$ cat src/logic/regFile.sv
`timescale 1ns/1ps

module regFile (
    input  logic        clk,
    input  logic        rstN,
    input  logic [4:0]  rs1,
    input  logic [4:0]  rs2,
    input  logic [4:0]  rd,
    input  logic        wrEn,
    input  logic [31:0] wrData,
    output logic [31:0] rs1Data,
    output logic [31:0] rs2Data,
    output logic [31:0] a0Data,
    output logic [31:0] a7Data
);
    logic [31:0] regs [32];

    // Whole file cleared on reset and x0 never written
    always_ff @(posedge clk) begin
        if (!rstN) begin
            for (int i = 0; i < 32; i++) begin
                regs[i] <= '0;
            end
        end else if (wrEn && rd != 5'd0) begin
            regs[rd] <= wrData;
        end
    end

    // Asynchronous reads
    assign rs1Data = regs[rs1];
    assign rs2Data = regs[rs2];

    // --------------------
    // ECALL argument taps
    // --------------------
    // a0 holds the value, a7 the service
    assign a0Data = regs[10];
    assign a7Data = regs[17];

endmodule

$ cat config.mk
export PLATFORM = sky130hd
export DESIGN_NAME = regFile
export DESIGN_NICKNAME = d
export VERILOG_FILES = /design/src/logic/regFile.sv
export SDC_FILE = /design/constraint.sdc
export NUM_CORES = 2
export LEC_CHECK = 0
export BUFFER_PORTS_ARGS = -buffer_cell sky130_fd_sc_hd__buf_2
export CORE_ASPECT_RATIO = 2
export CORE_MARGIN = 5
export CORE_UTILIZATION = 40
export DETAILED_ROUTE_END_ITERATION = 8
export PLACE_DENSITY = 0.63
export SLEW_MARGIN = 20
export SYNTH_ARGS = -nofsm -noshare
export SYNTH_HDL_FRONTEND = slang
export SYNTH_SLANG_ARGS = --single-unit
$ cat constraint.sdc
create_clock -name clk -period 9.3 [get_ports clk]
set_input_delay 0.465 -clock clk [delete_from_list [all_inputs] [get_ports clk]]
set_output_delay 0.465 -clock clk [all_outputs]
set_load 0.005 [all_outputs]
==> results.sh <==
export IMPL_final_util_pct=44.4
export IMPL_hold_path_class="input port to register"
export IMPL_ys_seq_area_share_pct=55.2
export IMPL_largest_register_ffs=1024
export IMPL_area_delta_synth_final_pct=10.4
export IMPL_vias_per_cell=6.19
export IMPL_numCtsBuffers=92
export IMPL_synth_xor_xnor_area_share_pct=0
export IMPL_power_density_nw_per_um2=174
export IMPL_endpoint_kind="primary output"
export IMPL_drc=0
export IMPL_num_vias=40200
export IMPL_synth_edf_count=1024
export IMPL_core_area_um2=138000
export IMPL_die_height_um=538
export IMPL_holdBufCountCts=0
export IMPL_synth_top_area_share_pct=55.2
export IMPL_synth_area_leader_cell="edfxtp_1"
export IMPL_ioPinCount=178
export IMPL_outcome="completed"
export IMPL_critPathKind="input port to primary output"
export IMPL_worst_slew_pin_transition_ns=1.24
export IMPL_cap_violations=0
export IMPL_irDropWorstVdd_v=0.000117
export IMPL_synth_seq_cells=1024
export IMPL_p_leak_nw=23.8
export IMPL_max_freq_ghz=0.228
export IMPL_period_needed_ns=4.39
export IMPL_setup_violations=0
export IMPL_ys_top_cells_by_area="edfxtp_1 55%, mux2i_1 18%, and2_1 11%"
export IMPL_synth_ff_type="edfxtp_1"
export IMPL_tns_ns=0
export IMPL_post_drt_wl_per_cell_um=33.2
export IMPL_rows=193
export IMPL_synthAdderAreaFrac_pct=0
export IMPL_postPlaceCellArea_um2=58500
export IMPL_finalWirelength_um=216000
export IMPL_rsz0062_at_grt="false"
export IMPL_cts_root_buffer="clkbuf_16"
export IMPL_syn_inst=4609
export IMPL_die_w_um=274
export IMPL_fillers=12600
export IMPL_gr_total_overflow=0
export IMPL_antenna_found_initial=27
export IMPL_crit_required_ns=8.84
export IMPL_grt_pass1_vias=40500
export IMPL_fin_area_um2=61400
export IMPL_synth_top_family_by_area="multiplexers"
export IMPL_synth_simple_area_share_pct=15.4
export IMPL_ant_nets=0
export IMPL_synth_distinct_cells=31
export IMPL_worstSetupStartpointType="input port"
export IMPL_start_util_pct=40.2
export IMPL_io_buffers=177
export IMPL_dpl_hpwl_um=125000
export IMPL_synth_common_cells="1024 x edfxtp_1, 1024 x mux2i_1, 994 x and2_1"
export IMPL_cts_htree_levels=3
export IMPL_syn_area_per_cell_um2=12.1
export IMPL_grt_max_degree=142
export IMPL_reg_top3="regs (1024)"
export IMPL_grt_pass1_wl_um=298000
export IMPL_report_final_slew_viol_count=0
export IMPL_track_usage_pct=28.3
export IMPL_cts_repair_resized=0
export IMPL_dpl_worst_slack_ns=4.99
export IMPL_top_register="regs"
export IMPL_fin_crit_sh_pct=47.2
export IMPL_num_nets_final=4613
export IMPL_cts_tree="built"
export IMPL_gp_congestion=0.856
export IMPL_syn_area_um2=55700
export IMPL_drt_initial_drc_count=4379
export IMPL_drt_pass1_iter_count=6
export IMPL_dieArea_um2=147000
export IMPL_layout_setup_ws_ns=4.91
export IMPL_relSlewSlack_pct=17.1
export IMPL_clock_path_buffers=3
export IMPL_arrival_ns=3.93
export IMPL_clkTransAtPathRegs_ns=0.06
export IMPL_yosysWarnings=0
export IMPL_whs_ns=0.352
export IMPL_final_hold_viol_count=0
export IMPL_numClockSinks=1024
export IMPL_holdPathStages=2
export IMPL_ys_async_sr_fraction_pct=0
export IMPL_cp_max_fo=74
export IMPL_synth_compound_area_share_pct=7.33
export IMPL_post_cts_buffers=0
export IMPL_drive_gt1_share_pct=10.4
export IMPL_synth_area_mux_share_pct=18.4
path summary, 6_finish.rpt:
check / start / end / slack [ns]
worst max-delay path: rs1[1] / rs1Data[29] / 4.91
worst min-delay path: wrData[23] / regs[19][23] / 0.35
cell type report:
type | count | area (um2) | area share (%)
Tap cell | 1852 | 2320 | 3.77
Sequential cell | 1024 | 30700 | 50.1
Inverter | 1 | 5.00 | 0.00815
Clock buffer | 116 | 2460 | 4.00
Multi-Input combinational cell | 3165 | 23600 | 38.4
Clock inverter | 52 | 438 | 0.713
Antenna cell | 10 | 25.0 | 0.0407
Timing Repair Buffer | 279 | 1870 | 3.04
stage by stage:
stage          instances  total power [mW]
2_1_floorplan       4640              6.32
3_3_place_gp        6316              6.87
3_5_place_dp        6321              6.91
4_1_cts             6489              10.7
5_1_grt             6490              11.0
6_report            6499              10.7
placed cells by master (no fill, tap or decap), types with 12 or more instances in the layout:
cell type	count
clkbuf_1	21
clkbuf_16	95
nor3_1	64
conb_1	32
and2_1	992
mux2i_1	1024
nand3_1	193
clkinv_2	17
o21ai_4	31
nor2_2	12
a31oi_1	64
a22o_1	128
nand2_1	195
buf_4	89
clkinv_1	24
buf_2	174
a21oi_1	192
nor2_4	21
a22oi_1	192
edfxtp_1	1024
report_power, final:
group          internal [mW]  switching, mW  leakage (nW)
combinational          0.443          0.909          12.6
clock                   2.06           1.79          1.42
sequential              5.33          0.153          9.75
worst max-delay path, cell delays in order:
cell and delay (ns):
buf_8 0.59, buf_4 0.77, buf_4 0.87, mux2i_1 0.28, a22oi_1 0.12, a31oi_1 0.28, nand3_1 0.25, buf_2 0.21
kinds of logic after synthesis:
family | Yosys count
DFF | 1024
and+or+nand+nor | 1502
other | 1
AOI/OAI and AO/OA | 607
muxes | 1024
buffers and inverters | 451
layer usage:
| layer | routed length (um) | GRT usage (%) |
|---|---|---|
| met5 | 54 | 0 |
| met4 | 17900 | 19.7 |
| met3 | 18600 | 5.79 |
| met2 | 105000 | 48.5 |
| met1 | 74000 | 31.3 |
Power figures use the tool's default switching activity.
