<file path="src/logic/riscvPkg.sv">
package riscvPkg;

    // --------------------
    // Opcodes
    // --------------------
    localparam logic [6:0] OPCODE_R     = 7'b0110011;
    localparam logic [6:0] OPCODE_I     = 7'b0010011;
    localparam logic [6:0] OPCODE_L     = 7'b0000011;
    localparam logic [6:0] OPCODE_S     = 7'b0100011;
    localparam logic [6:0] OPCODE_B     = 7'b1100011;
    localparam logic [6:0] OPCODE_JAL   = 7'b1101111;
    localparam logic [6:0] OPCODE_JALR  = 7'b1100111;
    localparam logic [6:0] OPCODE_LUI   = 7'b0110111;
    localparam logic [6:0] OPCODE_AUIPC = 7'b0010111;
    // SYSTEM, split by imm12 below
    localparam logic [6:0] OPCODE_E     = 7'b1110011;

    // imm12 of the two SYSTEM instructions
    localparam logic [11:0] INST_ECALL  = 12'h000;
    localparam logic [11:0] INST_EBREAK = 12'h001;

    // ECALL services, selected by a7
    localparam logic [11:0] EOP_PRINT_INT = 12'd1;
    localparam logic [11:0] EOP_READ_INT  = 12'd5;

    // Upper address bits of the I/O window
    localparam logic [23:0] IO_BASE_HI = 24'hFFFFFC;

    // --------------------
    // ALU
    // --------------------
    // Add for addresses, PC-relative and jumps
    localparam logic [1:0] ALUOP_MEM    = 2'b00;
    // Compare lives in the branch unit, result passes opB
    localparam logic [1:0] ALUOP_BRANCH = 2'b01;
    localparam logic [1:0] ALUOP_R      = 2'b10;
    localparam logic [1:0] ALUOP_I      = 2'b11;

    typedef enum logic [3:0] {
        ALU_ADD,
        ALU_SUB,
        ALU_SLL,
        ALU_SLT,
        ALU_SLTU,
        ALU_XOR,
        ALU_SRL,
        ALU_SRA,
        ALU_OR,
        ALU_AND,
        // LUI immediate straight through
        ALU_PASSB
    } aluSel_t;

    // Memory sizes in words
    localparam int IMEM_DEPTH = 256;
    localparam int DMEM_DEPTH = 256;
    localparam int IMEM_AW    = $clog2(IMEM_DEPTH);
    localparam int DMEM_AW    = $clog2(DMEM_DEPTH);

endpackage
</file>
<file path="src/logic/controller.sv">
`timescale 1ns/1ps

module controller import riscvPkg::*; (
    input  logic [31:0] inst,
    input  logic [31:0] aluResult,
    input  logic        zero,
    input  logic [31:0] ecallCode,
    output logic        branch,
    output logic        jump,
    output logic        jalr,
    output logic [1:0]  aluOp,
    output logic        aluSrc,
    output logic        memRead,
    output logic        memWrite,
    output logic        memToReg,
    output logic        regWrite,
    output logic        ioRead,
    output logic        ioWrite,
    output logic        eRead,
    output logic        eWrite,
    output logic [11:0] ecallOp,
    output logic        eBreak
);
    logic [6:0]  opcode;
    logic [11:0] imm12;
    logic        isLoad;
    logic        isStore;
    logic        inIoWindow;

    assign opcode = inst[6:0];
    assign imm12 = inst[31:20];
    assign isLoad = opcode == OPCODE_L;
    assign isStore = opcode == OPCODE_S;
    // Effective address lands in the FFFFFCxx page
    assign inIoWindow = aluResult[31:8] == IO_BASE_HI;

    // --------------------
    // Datapath control
    // --------------------
    // zero carries the branch condition for this funct3
    assign branch = (opcode == OPCODE_B) && zero;
    assign jump = opcode == OPCODE_JAL;
    assign jalr = opcode == OPCODE_JALR;

    always_comb begin
        case (opcode)
            OPCODE_R: aluOp = ALUOP_R;
            OPCODE_I: aluOp = ALUOP_I;
            OPCODE_B, OPCODE_LUI: aluOp = ALUOP_BRANCH;
            default: aluOp = ALUOP_MEM;
        endcase
    end

    // JALR target comes out of the ALU as rs1 + imm
    assign aluSrc = (opcode == OPCODE_I) || isLoad || isStore || (opcode == OPCODE_LUI)
                    || (opcode == OPCODE_AUIPC) || (opcode == OPCODE_JALR);
    assign regWrite = (opcode == OPCODE_R) || (opcode == OPCODE_I) || isLoad
                      || (opcode == OPCODE_LUI) || (opcode == OPCODE_AUIPC) || jump || jalr;
    assign memToReg = isLoad;

    // Window decides memory or I/O
    assign memRead = isLoad && !inIoWindow;
    assign memWrite = isStore && !inIoWindow;
    assign ioRead = isLoad && inIoWindow;
    assign ioWrite = isStore && inIoWindow;

    // --------------------
    // SYSTEM
    // --------------------
    assign eBreak = (opcode == OPCODE_E) && (imm12 == INST_EBREAK);

    always_comb begin
        eWrite = 1'b0;
        eRead = 1'b0;
        ecallOp = '0;
        if (opcode == OPCODE_E && imm12 == INST_ECALL) begin
            // Unknown services fall through as no-ops
            if (ecallCode == {20'd0, EOP_PRINT_INT}) begin
                eWrite = 1'b1;
                ecallOp = EOP_PRINT_INT;
            end else if (ecallCode == {20'd0, EOP_READ_INT}) begin
                eRead = 1'b1;
                ecallOp = EOP_READ_INT;
            end
        end
    end

endmodule

</file>
<file path="config.mk">
export PLATFORM = sky130hd
export DESIGN_NAME = controller
export DESIGN_NICKNAME = d
export VERILOG_FILES = /design/src/logic/riscvPkg.sv /design/src/logic/controller.sv
export SDC_FILE = /design/constraint.sdc
export NUM_CORES = 1
export LEC_CHECK = 0
export ABC_AREA = 0
export BUFFER_PORTS_ARGS = -buffer_cell sky130_fd_sc_hd__clkbuf_2
export CAP_MARGIN = 25
export CORE_MARGIN = 2
export CORE_UTILIZATION = 25
export DETAILED_ROUTE_END_ITERATION = 8
export PLACE_DENSITY = 0.95
export SLEW_MARGIN = 30
export SYNTH_ARGS = -nofsm -noshare
export SYNTH_HDL_FRONTEND = slang
export SYNTH_SLANG_ARGS = --single-unit
</file>
<file path="constraint.sdc">
create_clock -name vclk -period 4.1
set_input_delay 0.82 -clock vclk [all_inputs]
set_output_delay 0.82 -clock vclk [all_outputs]
set_load 0.01 [all_outputs]
</file>
==> results of run 1 <==
cell families (layout without fill, tap and decap cells):
family                 count (synthesis)  count (layout)  synth area share
buffers and inverters                 16              96             0.205
and+or+nand+nor                       56              56             0.702
AOI/OAI and AO/OA                      8               8            0.0854
other                                  1              10           0.00731
per-stage QoR:
step	cells	total power, mW
after global placement	197	0.0583
after floorplan	90	0.0259
after detailed placement	197	0.0592
after CTS	197	0.0595
final	197	0.0592
after global routing	197	0.0659
Yosys cell counts, drive strengths merged, types with 2 or more instances:
cell type / n / area share
a21oi: 5 / 0.049
and3b: 3 / 0.051
buf: 12 / 0.18
inv: 3 / 0.022
nand2: 3 / 0.022
nand3: 5 / 0.049
nand3b: 2 / 0.029
nand4: 8 / 0.098
nor2: 9 / 0.066
nor2b: 2 / 0.024
nor3: 4 / 0.059
nor4: 11 / 0.13
nor4b: 3 / 0.076
o21ai: 2 / 0.020
or2: 2 / 0.024
routing by layer:
metal	part of all wire	wire length [µm]	vias to the layer above
li1	-	-	468
met1	0.37	729	387
met2	0.51	1020	55
met3	0.12	233	0
met4	0	0	0
met5	0	0	-
path summary, 6_finish.rpt:
path  endpoint  startpoint  cells past startpoint  slack (ns)
max      eRead     inst[4]                      5        1.16
min     branch        zero                      4        1.92
worst min-delay path, delay by kind of cell:
family	cells	cell delay [ns]
buffers and inverters	2	0.20
and+or+nand+nor	2	0.09
power by group:
group | internal [mW] | switching, mW | total [mW]
sequential | 0 | 0 | 0
clock | 0 | 0 | 0
combinational | 0.0335 | 0.0258 | 0.0592
total | 0.0335 | 0.0258 | 0.0592
placed cells by master (no fill, tap or decap):
cell type  synthesis  routed
nand4_1            8       8
nor4b_1            1       1
conb_1             1      10
nand4bb_1          1       1
nand2_1            3       3
nor2b_1            2       2
nor4_1            11      11
inv_1              3       3
nor4b_2            2       2
clkbuf_2           0      93
nand3b_1           2       2
nor3_2             2       2
nor3b_1            1       1
nor3_1             2       2
and3_1             1       1
o21ai_0            2       2
nand3_1            5       5
a211o_1            1       1
or4_4              1       1
nor2_1             9       9
a21oi_1            5       5
or2_2              2       2
and3b_1            3       3
cell type report:
class,count,area [µm²]
fill,210,990
timing repair buffer,93,465
multi-input combinational,74,442
tap,27,33.8
inverter,3,11.3
==> impl_results.md, run 1 <==
- Status: complete, no violations
- Post-route setup TNS: 0 ns
- WL final: approximately 2000 µm
- Period utilization: 0.718
- CTS Hold Buffers Added: 0
- WHS: ~1.9 ns
- I/O pin cnt: approximately 120
- Final instance area: 952 µm²
- Gr usage total: 0.145
- Crit-path most repeated cell: clkbuf_2
- Post-Syn Area: approximately 510 µm²
- DR iter-0 viols: 6
- Seq_cells: 0
- Pre-Repair DR Iteration Count: 3
- GR Util met3: 0.0215
- Register area: 0 µm²
- Synth warnings: 0
- RePlAce Congestion: about 0.74
- Die area: roughly 0.0024 mm²
- P&R area growth vs syn: 85.6%
- Pwr Density: around 62 mW/mm²
- Resized Gates After CTS: 0
- Worst Path Buf+Inv: 2
- Setup Fix Bufs, Post-CTS: 0
- Initial antenna violation count: 0
- Arr. time, crit path: ~2.1 ns
- Syn Inst Count: 81
- CP Class: in -> out
- Critical-path cell list: clkbuf_2 -> nor4b_2 -> nand4_1 -> nor4_1 -> clkbuf_2
- Worst path max stage delay: roughly 0.48 ns
- GRT Max-Usage Layer: met2
- Avg WL per Cell: between 10 and 15 µm
- Post-place instance area: about 950 µm²
- Worst Setup End Kind: output pin
- Crit path max-delay family: simple AND/OR/NAND/NOR gates
- Pre-CTS setup slack: ~1.2 ns
- Vias/cell: 4.62
- Setup WS post-layout: approximately 1.2 ns
- Startpoint types: input pin
- Port bufs: between 90 and 100
- Netlist cell types: 24
- Vias in the first global route: roughly 700
- Fin. max-slew vios: 0
- Crit path max fanout: 10
- Max Cap Viol: 0
- Highest Clock Rate: about 0.34 GHz
- Leak: ~0.54 nW
- First-pass GRT wire length: around 3000 µm
- Min Tclk post-route: about 3 ns
- Required @ worst endpoint: around 3.3 ns
- Layout cells sized above 1: 0.588
- Row cnt: 16
- Sequential share of the synthesized area: 0
- Fin. Hold Viols: 0
- Antenna viol nets, final: 0
- Nets: ~270
- Die Wd: ~50 µm
- Placeable Area: approximately 0.0019 mm²
- GR Overflow Total: 0
- Synthesized area per cell: 6.33 µm²
- Drt drc: 0
- Hold Path Class: in -> out
- GRT met1 Usage: 0.170
- Initial Util: 0.264
- Peak VDD IR: roughly 0.000036 V
- Die height: 49.3 µm
- Setup Viol. Count Final: 0
- Layout Utilization: 0.490
- Slowest stage cell, crit path: nor4_1
- Layout clock buffers: 0
- HPWL Detailed: 1870 µm
- Largest net degree at the start of global routing: 11
- Met2 Resource Use GR: 0.286
- ANT cells: 0
- RSZ-0062 raised after global routing: no
- Vias: 910
Power figures use the tool's default switching activity.
==> run 2: changes to the inputs <==
--- a/config.mk
+++ b/config.mk
@@ -9,9 +9,9 @@
 export BUFFER_PORTS_ARGS = -buffer_cell sky130_fd_sc_hd__clkbuf_2
 export CAP_MARGIN = 25
 export CORE_MARGIN = 2
-export CORE_UTILIZATION = 25
+export CORE_UTILIZATION = 21
 export DETAILED_ROUTE_END_ITERATION = 8
-export PLACE_DENSITY = 0.95
+export PLACE_DENSITY = 0.9
 export SLEW_MARGIN = 30
 export SYNTH_ARGS = -nofsm -noshare
 export SYNTH_HDL_FRONTEND = slang
==> constraint.sdc (replaced) <==
create_clock -name vclk -period 2.5
set_input_delay 0.5 -clock vclk [all_inputs]
set_output_delay 0.5 -clock vclk [all_outputs]
set_load 0.01 [all_outputs]
==> impl_results.md, run 2 (same netlist as run 1, synthesis figures left out) <==
- WHS: roughly 1.3 ns
- Status: complete, no violations
- Crit-path most repeated cell: clkbuf_2
- Startpoint types: input pin
- Antenna viol nets, final: 0
- Crit path max-delay family: simple AND/OR/NAND/NOR gates
- Hold Path Class: in -> out
- CP Class: in -> out
- First-pass GRT wire length: around 2500 µm
- Nets: 270
- Seq_cells: 0
- Register area: 0 µm²
- Most frequent cells in the layout: clkbuf_2 (93), nor4_1 (11), conb_1 (10)
- Slowest stage cell, crit path: nor4_1
- RePlAce Congestion: around 0.8
- GR Overflow Total: 0
- Initial Util: 0.228
- Crit path max fanout: 7
- Worst Setup End Kind: output pin
- Critical-path cell list: clkbuf_2 -> nor4b_2 -> nand4_1 -> nor4_1 -> clkbuf_2
- Highest Clock Rate: around 0.46 GHz
- Vias/cell: about 4.6
- Final instance area: 961 µm²
- RSZ-0062 raised after global routing: no
- Arr. time, crit path: 1.69 ns
- Pwr Density: between 100 and 150 mW/mm²
- Crit. path cell count: 5
- Vias: slightly above 900
- Largest net degree at the start of global routing: 10
- Placeable Area: roughly 0.0023 mm²
- Tot Pwr: roughly 0.098 mW
- Switching part of the total power: 0.427
- Initial antenna violation count: 0
- Drt drc: 0
- Fin. max-slew vios: 0
- Comb pwr share: 1.000
- Switching pwr: around 0.042 mW
- Port bufs: 93
- Leading cell type in the layout, fill and taps excluded: clkbuf_2
- DR iter-0 viols: 3
- P&R area growth vs syn: 87.3%
- Required @ worst endpoint: about 2 ns
- Die area: between 0.002 and 0.003 mm²
- Clock power frac: 0
- Gr usage total: 0.113
- Row cnt: 17
- Setup Viol. Count Final: 0
- Pre-Repair DR Iteration Count: 4
- Layout cells sized above 1: 0.591
- Post-route setup TNS: 0 ns
- CTS Hold Buffers Added: 0
- # fillers: around 260
- Seq pwr share: 0
- Worst Hold Depth: 4
- ANT cells: 0
- Fin. Hold Viols: 0
- Period utilization: 0.878
- Avg WL per Cell: 9.84 µm
- Peak VDD IR: 0.0000599 V
- Resized Gates After CTS: 0
- Post-place instance area: 961 µm²
- Min Tclk post-route: roughly 2.2 ns
- HPWL Detailed: 1880 µm
- I/O pin cnt: 124
- Worst Path Buf+Inv: 2
- Leak: between 0.5 and 0.6 nW
- Die Wd: about 53 µm
- Layout clock buffers: 0
- Max Cap Viol: 0
- Die height: approximately 53 µm
- WL final: a little under 2000 µm
- Worst path max stage delay: around 0.42 ns
- Vias in the first global route: 700
- Internal power: between 0.05 and 0.06 mW
- Setup Fix Bufs, Post-CTS: 0
run 2: cell types whose count changed in the layout (fill, tap and decap cells not counted):
cell	before	now
buf_4	0	1
run 2: power groups by stage:
stage	registers, mW	logic (mW)	clock network [mW]
finish	0	0.0975	0
global route	0	0.109	0
CTS	0	0.0980	0
detailed placement	0	0.0976	0
global placement	0	0.0963	0
floorplan	0	0.0424	0
run 2: final timing paths:
kind,startpoint,end
hold / removal,zero,branch
setup / recovery,inst[5],eRead
run 2: tightest hold or removal path: cells and delay by family:
family	cells	cell delay, ns
buf+inv	2	0.20
simple gates	2	0.09
run 2: final cells by class:
class	instances	area, µm²	area share
Tap cell	28	35.0	0.0365
Timing Repair Buffer	94	473	0.492
Inverter	3	11.3	0.0117
Multi-Input combinational cell	74	442	0.460
run 2: per-layer routing:
layer	vias to the layer above	wire [µm]	global-route usage
li1	471	-	-
met1	378	724	0.128
met2	62	981	0.237
met3	0	252	0.00565
met4	0	0	0
met5	-	0	0
run 2: metrics by stage:
stage	setup slack, ns	instances	util
after floorplan	0.261	90	-
after CTS	0.292	199	0.426
after detailed placement	0.293	199	0.426
after global routing	0.109	199	0.426
final	0.306	199	0.426
after global placement	0.313	199	0.426
