[src/logic/riscvPkg.sv]
package riscvPkg;

    // --------------------
    // Opcodes
    // --------------------
    localparam logic [6:0] OPCODE_R     = 7'b0110011;
    localparam logic [6:0] OPCODE_I     = 7'b0010011;
    localparam logic [6:0] OPCODE_L     = 7'b0000011;
    localparam logic [6:0] OPCODE_S     = 7'b0100011;
    localparam logic [6:0] OPCODE_B     = 7'b1100011;
    localparam logic [6:0] OPCODE_JAL   = 7'b1101111;
    localparam logic [6:0] OPCODE_JALR  = 7'b1100111;
    localparam logic [6:0] OPCODE_LUI   = 7'b0110111;
    localparam logic [6:0] OPCODE_AUIPC = 7'b0010111;
    // SYSTEM, split by imm12 below
    localparam logic [6:0] OPCODE_E     = 7'b1110011;

    // imm12 of the two SYSTEM instructions
    localparam logic [11:0] INST_ECALL  = 12'h000;
    localparam logic [11:0] INST_EBREAK = 12'h001;

    // ECALL services, selected by a7
    localparam logic [11:0] EOP_PRINT_INT = 12'd1;
    localparam logic [11:0] EOP_READ_INT  = 12'd5;

    // Upper address bits of the I/O window
    localparam logic [23:0] IO_BASE_HI = 24'hFFFFFC;

    // --------------------
    // ALU
    // --------------------
    // Add for addresses, PC-relative and jumps
    localparam logic [1:0] ALUOP_MEM    = 2'b00;
    // Compare lives in the branch unit, result passes opB
    localparam logic [1:0] ALUOP_BRANCH = 2'b01;
    localparam logic [1:0] ALUOP_R      = 2'b10;
    localparam logic [1:0] ALUOP_I      = 2'b11;

    typedef enum logic [3:0] {
        ALU_ADD,
        ALU_SUB,
        ALU_SLL,
        ALU_SLT,
        ALU_SLTU,
        ALU_XOR,
        ALU_SRL,
        ALU_SRA,
        ALU_OR,
        ALU_AND,
        // LUI immediate straight through
        ALU_PASSB
    } aluSel_t;

    // Memory sizes in words
    localparam int IMEM_DEPTH = 256;
    localparam int DMEM_DEPTH = 256;
    localparam int IMEM_AW    = $clog2(IMEM_DEPTH);
    localparam int DMEM_AW    = $clog2(DMEM_DEPTH);

endpackage
[src/logic/immGen.sv]
`timescale 1ns/1ps

module immGen import riscvPkg::*; (
    input  logic [31:0] inst,
    output logic [31:0] imm
);
    logic [6:0] opcode;
    logic       sign;

    assign opcode = inst[6:0];
    // Sign bit sits at 31 in every format
    assign sign = inst[31];

    always_comb begin
        case (opcode)
            // I format, also loads and JALR
            OPCODE_I, OPCODE_L, OPCODE_JALR: begin
                imm = {{20{sign}}, inst[31:20]};
            end
            // S format, split field
            OPCODE_S: begin
                imm = {{20{sign}}, inst[31:25], inst[11:7]};
            end
            // B format, halfword offset
            OPCODE_B: begin
                imm = {{19{sign}}, sign, inst[7], inst[30:25], inst[11:8], 1'b0};
            end
            // U format, upper 20 bits
            OPCODE_LUI, OPCODE_AUIPC: begin
                imm = {inst[31:12], 12'd0};
            end
            // J format
            OPCODE_JAL: begin
                imm = {{11{sign}}, sign, inst[19:12], inst[20], inst[30:21], 1'b0};
            end
            default: imm = '0;
        endcase
    end

endmodule

[config.mk]
export PLATFORM = sky130hd
export DESIGN_NAME = immGen
export DESIGN_NICKNAME = d
export VERILOG_FILES = /design/src/logic/riscvPkg.sv /design/src/logic/immGen.sv
export SDC_FILE = /design/constraint.sdc
export NUM_CORES = 1
export LEC_CHECK = 0
export ABC_AREA = 1
export ABC_CLOCK_PERIOD_IN_PS = 1300
export BUFFER_PORTS_ARGS = -buffer_cell sky130_fd_sc_hd__buf_4
export CORE_MARGIN = 2
export CORE_UTILIZATION = 41
export DETAILED_ROUTE_END_ITERATION = 16
export GPL_TIMING_DRIVEN = 0
export PLACE_DENSITY = 0.81
export SYNTH_ARGS = -nofsm -noshare
export SYNTH_HDL_FRONTEND = slang
export SYNTH_SLANG_ARGS = --single-unit
[constraint.sdc]
create_clock -name vclk -period 1.3
set_clock_uncertainty 0.2 [all_clocks]
set_input_delay 0.065 -clock vclk [all_inputs]
set_output_delay 0.065 -clock vclk [all_outputs]
set_load 0.01 [all_outputs]
==> flow_summary.rst, run 1 <==
.. list-table::
   :header-rows: 1

   * - Metric
     - Value
   * - Total global routing track utilization
     - 25.3%
   * - Portion of the post-synthesis area used by sequential elements
     - 0%
   * - Drt first pass iters
     - 7
   * - Min-Delay Path Class
     - in2out
   * - N_diodes
     - 0
   * - Fraction of final layout cells sized beyond drive strength 1
     - 52.3%
   * - Cell depth of the worst min-delay path
     - 4
   * - I/O Buffers
     - 64
   * - Worst Path Max Fanout
     - 5
   * - Final Wtd Congestion
     - 0.826
   * - Total internal power
     - 0.143 mW
   * - Post-Synthesis Cells
     - 163
   * - Max capacitance violation total
     - 0
   * - Average instance area after synthesis
     - 4.66 sq um
   * - Crit path time final
     - 1440 ps
   * - Area share of the largest cell type after synthesis
     - 34.1%
   * - Power share of the clock group
     - 0%
   * - Net count of the mapped netlist
     - 195
   * - Number of warning messages in the yosys log
     - 0
   * - Slew at the pin with the worst max-slew slack
     - 244 ps
   * - Width of the chip
     - 47.0 um
   * - Top Ports
     - 64
   * - Peak VDD IR
     - 0.199 mV
   * - Endpoint required time on the critical path
     - 1030 ps
   * - Portion of total power attributed to sequential cells
     - 0%
   * - Kind of launch point of the worst setup path
     - input pin
   * - Final count of hold timing violations
     - 0
   * - Final clock period utilization by the worst path
     - 111%
   * - RSZ-0062 raised after global routing
     - yes
   * - Total wire length
     - 5020 um
   * - Largest net degree at the start of global routing
     - 11
   * - Net switching power
     - 0.169 mW
   * - Synthesis-to-finish area growth
     - 113%
   * - Post-detailed-route count of antenna-violating nets
     - 0
   * - Die Outline Area
     - 2210 sq um
   * - Number of global-route vias before repair
     - 1,019
   * - Net count, final
     - 269
   * - Library cell occupying the most area in the post-synthesis netlist
     - nand2_1
   * - Core Region
     - 1730 sq um
   * - Top area cells in the synthesized netlist
     - nand2_1 34%, nand3_1 16%, nor2_1 11%
   * - Wire length of the first global-routing pass
     - 4250 um
   * - Post-layout util
     - 93.7%
   * - Starting utilization of the core area
     - 44.0%
   * - Sequential cell count
     - 0
   * - Post-route DRC violation count
     - 0
   * - Standard-cell rows
     - 15
   * - Count of cell types in the netlist
     - 13
   * - Classification of the worst setup path
     - in2out
   * - Leakage power summed over all cells
     - 1.04 nW
   * - Highest Clock Rate
     - 695 MHz
   * - Half-perimeter wire length of the detailed placement result
     - 2110 um
   * - Initial antenna violation count
     - 0
   * - Setup violation total in the final timing report
     - 27
   * - Critical hold path startpoint
     - inst[17]
   * - Max transition margin
     - 83.7%
   * - Failing checks
     - negative setup slack
   * - Fill count
     - 67
   * - Final Max Slew Viols
     - 0
   * - GR Overflow Total
     - 0
   * - Cell Pwr Density
     - 193 nW/um^2
   * - Vias
     - 1,562
   * - Final worst slack
     - -139 ps
   * - Sink of the worst hold path
     - imm[17]
   * - WL per Instance
     - 19.3 um
   * - Chip height
     - 47.0 um
   * - Net Sw Frac
     - 54.1%
   * - Category of the worst setup path capture point
     - output port
   * - Run status
     - complete, but fails checks
   * - Share of total power in combinational logic
     - 100.0%
   * - Clkbuf count
     - 0
   * - Worst slack at placement
     - -152 ps
   * - Post-synthesis instance area
     - 759 sq um
   * - Critical path arrival
     - 1170 ps
   * - Vias per Instance
     - 6.01
   * - FF+latch area
     - 0 sq um
   * - First-iteration detailed-routing DRC count
     - 176
-- layout by cell type, fill, tap and decap left out, drive strengths merged --
master  instances
nor2           25
o21ai           8
nand3          27
nand2          78
inv            21
buf            76
-- cell families (layout without fill, tap and decap cells) --
kind of cell	Yosys count	after routing	synth area share, %
buffers and inverters	25	97	16.3
AO/OA/AOI/OAI	8	8	5.27
AND/OR/NAND/NOR	130	130	78.4
-- power by group through the flow --
stage,clock (mW),sequential (mW),combinational (mW)
finish,0,0,0.313
detailed placement,0,0,0.216
global placement,0,0,0.211
global route,0,0,0.322
floorplan,0,0,0.0826
CTS,0,0,0.238
-- worst max path at each step --
stage / slack [ps] / startpoint / end
after floorplan: 200 / inst[4] / imm[11]
after global placement: -150 / inst[4] / imm[11]
final: -140 / inst[1] / imm[8]
after global routing: -220 / inst[2] / imm[11]
after CTS: 2 / inst[4] / imm[20]
after detailed placement: -150 / inst[4] / imm[5]
-- area by class of cell --
cell class                 instances  area [sq um]  share of cell area [%]
multi-input combinational        138           828                    51.2
tap                               25          31.3                    1.93
inverter                          21          93.8                    5.80
buffer                             4          48.8                    3.02
timing repair buffer              72           616                    38.1
-- per-layer routing --
layer,track usage (%),part of all wire [%],vias to the layer above
met5,0,0,-
met4,1.67,9.7,0
met3,1.92,10,64
met2,47.1,47,167
met1,33.0,33,684
li1,-,-,647
-- cell usage after synthesis --
master / instances
inv_2: 1
inv_1: 20
nand2_4: 2
nor2_8: 1
buf_6: 4
nor2_1: 22
nand3_2: 2
nand2_2: 7
o21ai_1: 1
nor2_4: 2
o21ai_0: 7
nand3_1: 25
nand2_1: 69
-- worst max-delay path, stage by stage --
cell and delay [ps]:
buf_4 120, nand2_4 100, nor2_4 70, buf_6 130
buf_6 130, nand3_1 70, nand2_1 70, nor2_1 160
nand2_1 100, buf_4 160
-- stage by stage --
step           cells  cell area [sq um]  setup TNS (ps)  total power [mW]  hold slack [ps]
3_5_place_dp     252               1270           -3110             0.216              208
4_1_cts          257               1370               0             0.238              210
2_1_floorplan    163                759               0            0.0826             49.4
3_3_place_gp     252               1270           -2430             0.211              204
6_report         260               1620           -1700             0.313              232
5_1_grt          260               1620           -3000             0.322              247
-- what timing repair did --
item	CTS	global route
setup buffers	4	1
cloned	1	2
pin swaps	5	14
setup endpoints to repair	32	32
gates resized for setup	22	65
hold buffers	0	0
Note: power is estimated with default switching activity, not from simulation.
==> inputs of run 2 (changes only) <==
--- a/config.mk
+++ b/config.mk
@@ -9,10 +9,10 @@
 export ABC_CLOCK_PERIOD_IN_PS = 1300
 export BUFFER_PORTS_ARGS = -buffer_cell sky130_fd_sc_hd__buf_4
 export CORE_MARGIN = 2
-export CORE_UTILIZATION = 41
+export CORE_UTILIZATION = 30
 export DETAILED_ROUTE_END_ITERATION = 16
 export GPL_TIMING_DRIVEN = 0
-export PLACE_DENSITY = 0.81
+export PLACE_DENSITY = 0.61
 export SYNTH_ARGS = -nofsm -noshare
 export SYNTH_HDL_FRONTEND = slang
 export SYNTH_SLANG_ARGS = --single-unit
==> run 2 against run 1 <==
The flow still finishes with violations (negative setup slack). Flip-flop and latch count did not move. Hold slack got worse by 26 ps. Worst setup slack improved by 87 ps. Global-route usage fell by 6.9 points. Core utilization fell by 27 points. First-iteration DRC count fell by 91%. Largest power group unchanged. Count of clock-buffer cells in the layout did not move. Cell area fell by 0.23%. Final cell count rose by 2.7%. Via count fell by 22%.
==> flow_summary.rst, run 2 (synthesis results as in run 1) <==
.. list-table::
   :header-rows: 1

   * - Metric
     - Value
   * - Post-detailed-route count of antenna-violating nets
     - 0
   * - Placed insts
     - 257
   * - Initial antenna violation count
     - 0
   * - Commonest cells after routing, fill and taps aside
     - 58 x nand2_1, 54 x buf_4, 22 x nand3_1
   * - Post-route DRC violation count
     - 0
   * - Peak VDD IR
     - 0.153 mV
   * - Share of total power in combinational logic
     - 100.0%
   * - Final count of hold timing violations
     - 0
   * - Fill count
     - 216
   * - Net count, final
     - 271
   * - Crit path time final
     - 1350 ps
   * - Half-perimeter wire length of the detailed placement result
     - 2130 um
   * - Final worst slack
     - -51.6 ps
   * - Total negative slack
     - -112 ps
   * - Net switching power
     - 0.143 mW
   * - Core Region
     - 2430 sq um
   * - Vias per Instance
     - 4.55
   * - I/O Buffers
     - 64
   * - Total global routing track utilization
     - 18.4%
   * - Top Ports
     - 64
   * - Classification of the worst setup path
     - in2out
   * - Chip height
     - 54.3 um
   * - Total wire length
     - 3080 um
   * - Leakage power summed over all cells
     - 1.04 nW
   * - N_diodes
     - 0
   * - Die Outline Area
     - 2950 sq um
   * - Run status
     - complete, but fails checks
   * - GR Overflow Total
     - 0
   * - Failing checks
     - negative setup slack
   * - Final clock period utilization by the worst path
     - 104%
   * - # hold bufs at CTS
     - 0
   * - Fraction of final layout cells sized beyond drive strength 1
     - 49.8%
   * - Category of the worst setup path capture point
     - output port
   * - Most common cell after layout, fill and taps aside
     - nand2_1
   * - RSZ-0062 raised after global routing
     - yes
   * - Net Sw Frac
     - 49.4%
   * - Final instance count without filler cells
     - 267
   * - Min-Delay Path Class
     - in2out
   * - Wire length of the first global-routing pass
     - 4220 um
   * - Kind of launch point of the worst setup path
     - input pin
   * - Portion of total power attributed to sequential cells
     - 0%
   * - Power share of the clock group
     - 0%
   * - Clkbuf count
     - 0
   * - Multi-input logic area
     - 786 sq um
   * - Final Max Slew Viols
     - 0
   * - Synthesis-to-finish area growth
     - 113%
   * - Cell Pwr Density
     - 179 nW/um^2
   * - WL per Instance
     - 11.6 um
   * - Max capacitance violation total
     - 0
   * - Worst slack at placement
     - -151 ps
   * - Endpoint required time on the critical path
     - 1030 ps
   * - Max transition margin
     - 83.8%
   * - Drt first pass iters
     - 4
   * - Setup violation total in the final timing report
     - 8
   * - Largest net degree at the start of global routing
     - 11
   * - Smallest hold slack
     - 207 ps
   * - Worst Path Max Fanout
     - 5
   * - First-iteration detailed-routing DRC count
     - 16
   * - Highest Clock Rate
     - 740 MHz
   * - Sequential cell count
     - 0
   * - Starting utilization of the core area
     - 31.2%
   * - FF+latch area
     - 0 sq um
   * - Number of global-route vias before repair
     - 974
   * - Width of the chip
     - 54.3 um
   * - Vias
     - 1,214
   * - Total internal power
     - 0.146 mW
   * - Critical path arrival
     - 1090 ps
   * - Slew at the pin with the worst max-slew slack
     - 242 ps
   * - Final Wtd Congestion
     - 0.742
   * - Standard-cell rows
     - 18
run 2: metal layers:
metal  global-route usage [%]  vias up  routed length [um]
met4                        0        0                   0
li1                         -      651                   -
met3                        0        0                 121
met1                     25.6      540                1300
met5                        0        -                   0
met2                     33.5       23                1670
run 2: layout make-up:
type                            count  area share [%]
Multi-Input combinational cell    138            48.7
Timing Repair Buffer               74            40.5
Inverter                           21            5.66
Buffer                              4            2.79
Tap cell                           30            2.33
run 2: worst paths after layout:
check,from,endpoint,slack (ps),depth (start not counted)
setup / recovery,inst[2],imm[11],-50,11
hold / removal,inst[14],imm[14],210,4
run 2: power groups by stage:
stage / sequential, mW / combinational (mW) / clock (mW)
floorplan: 0 / 0.0826 / 0
global placement: 0 / 0.214 / 0
detailed placement: 0 / 0.218 / 0
CTS: 0 / 0.247 / 0
global route: 0 / 0.310 / 0
finish: 0 / 0.289 / 0
run 2: repair_timing:
item	in CTS	in global routing
setup endpoints to repair	32	32
gates resized for setup	24	46
gates cloned	1	3
pin swaps	7	16
buffers inserted	5	1
run 2: per-stage QoR:
stage,instance area [sq um],util [%],power [mW]
finish,1610,66.4,0.289
CTS,1410,58.0,0.247
global route,1610,66.4,0.310
global placement,1280,52.5,0.214
floorplan,759,-,0.0826
detailed placement,1280,52.5,0.218
run 2: critical path, cell delays in order:
cell	delay (ps)
buf_8	100
inv_4	40
nand2_4	50
nor2_4	160
buf_6	160
buf_12	110
nand2_2	50
nand3_1	90
nand2_1	70
nand2_2	80
buf_6	100
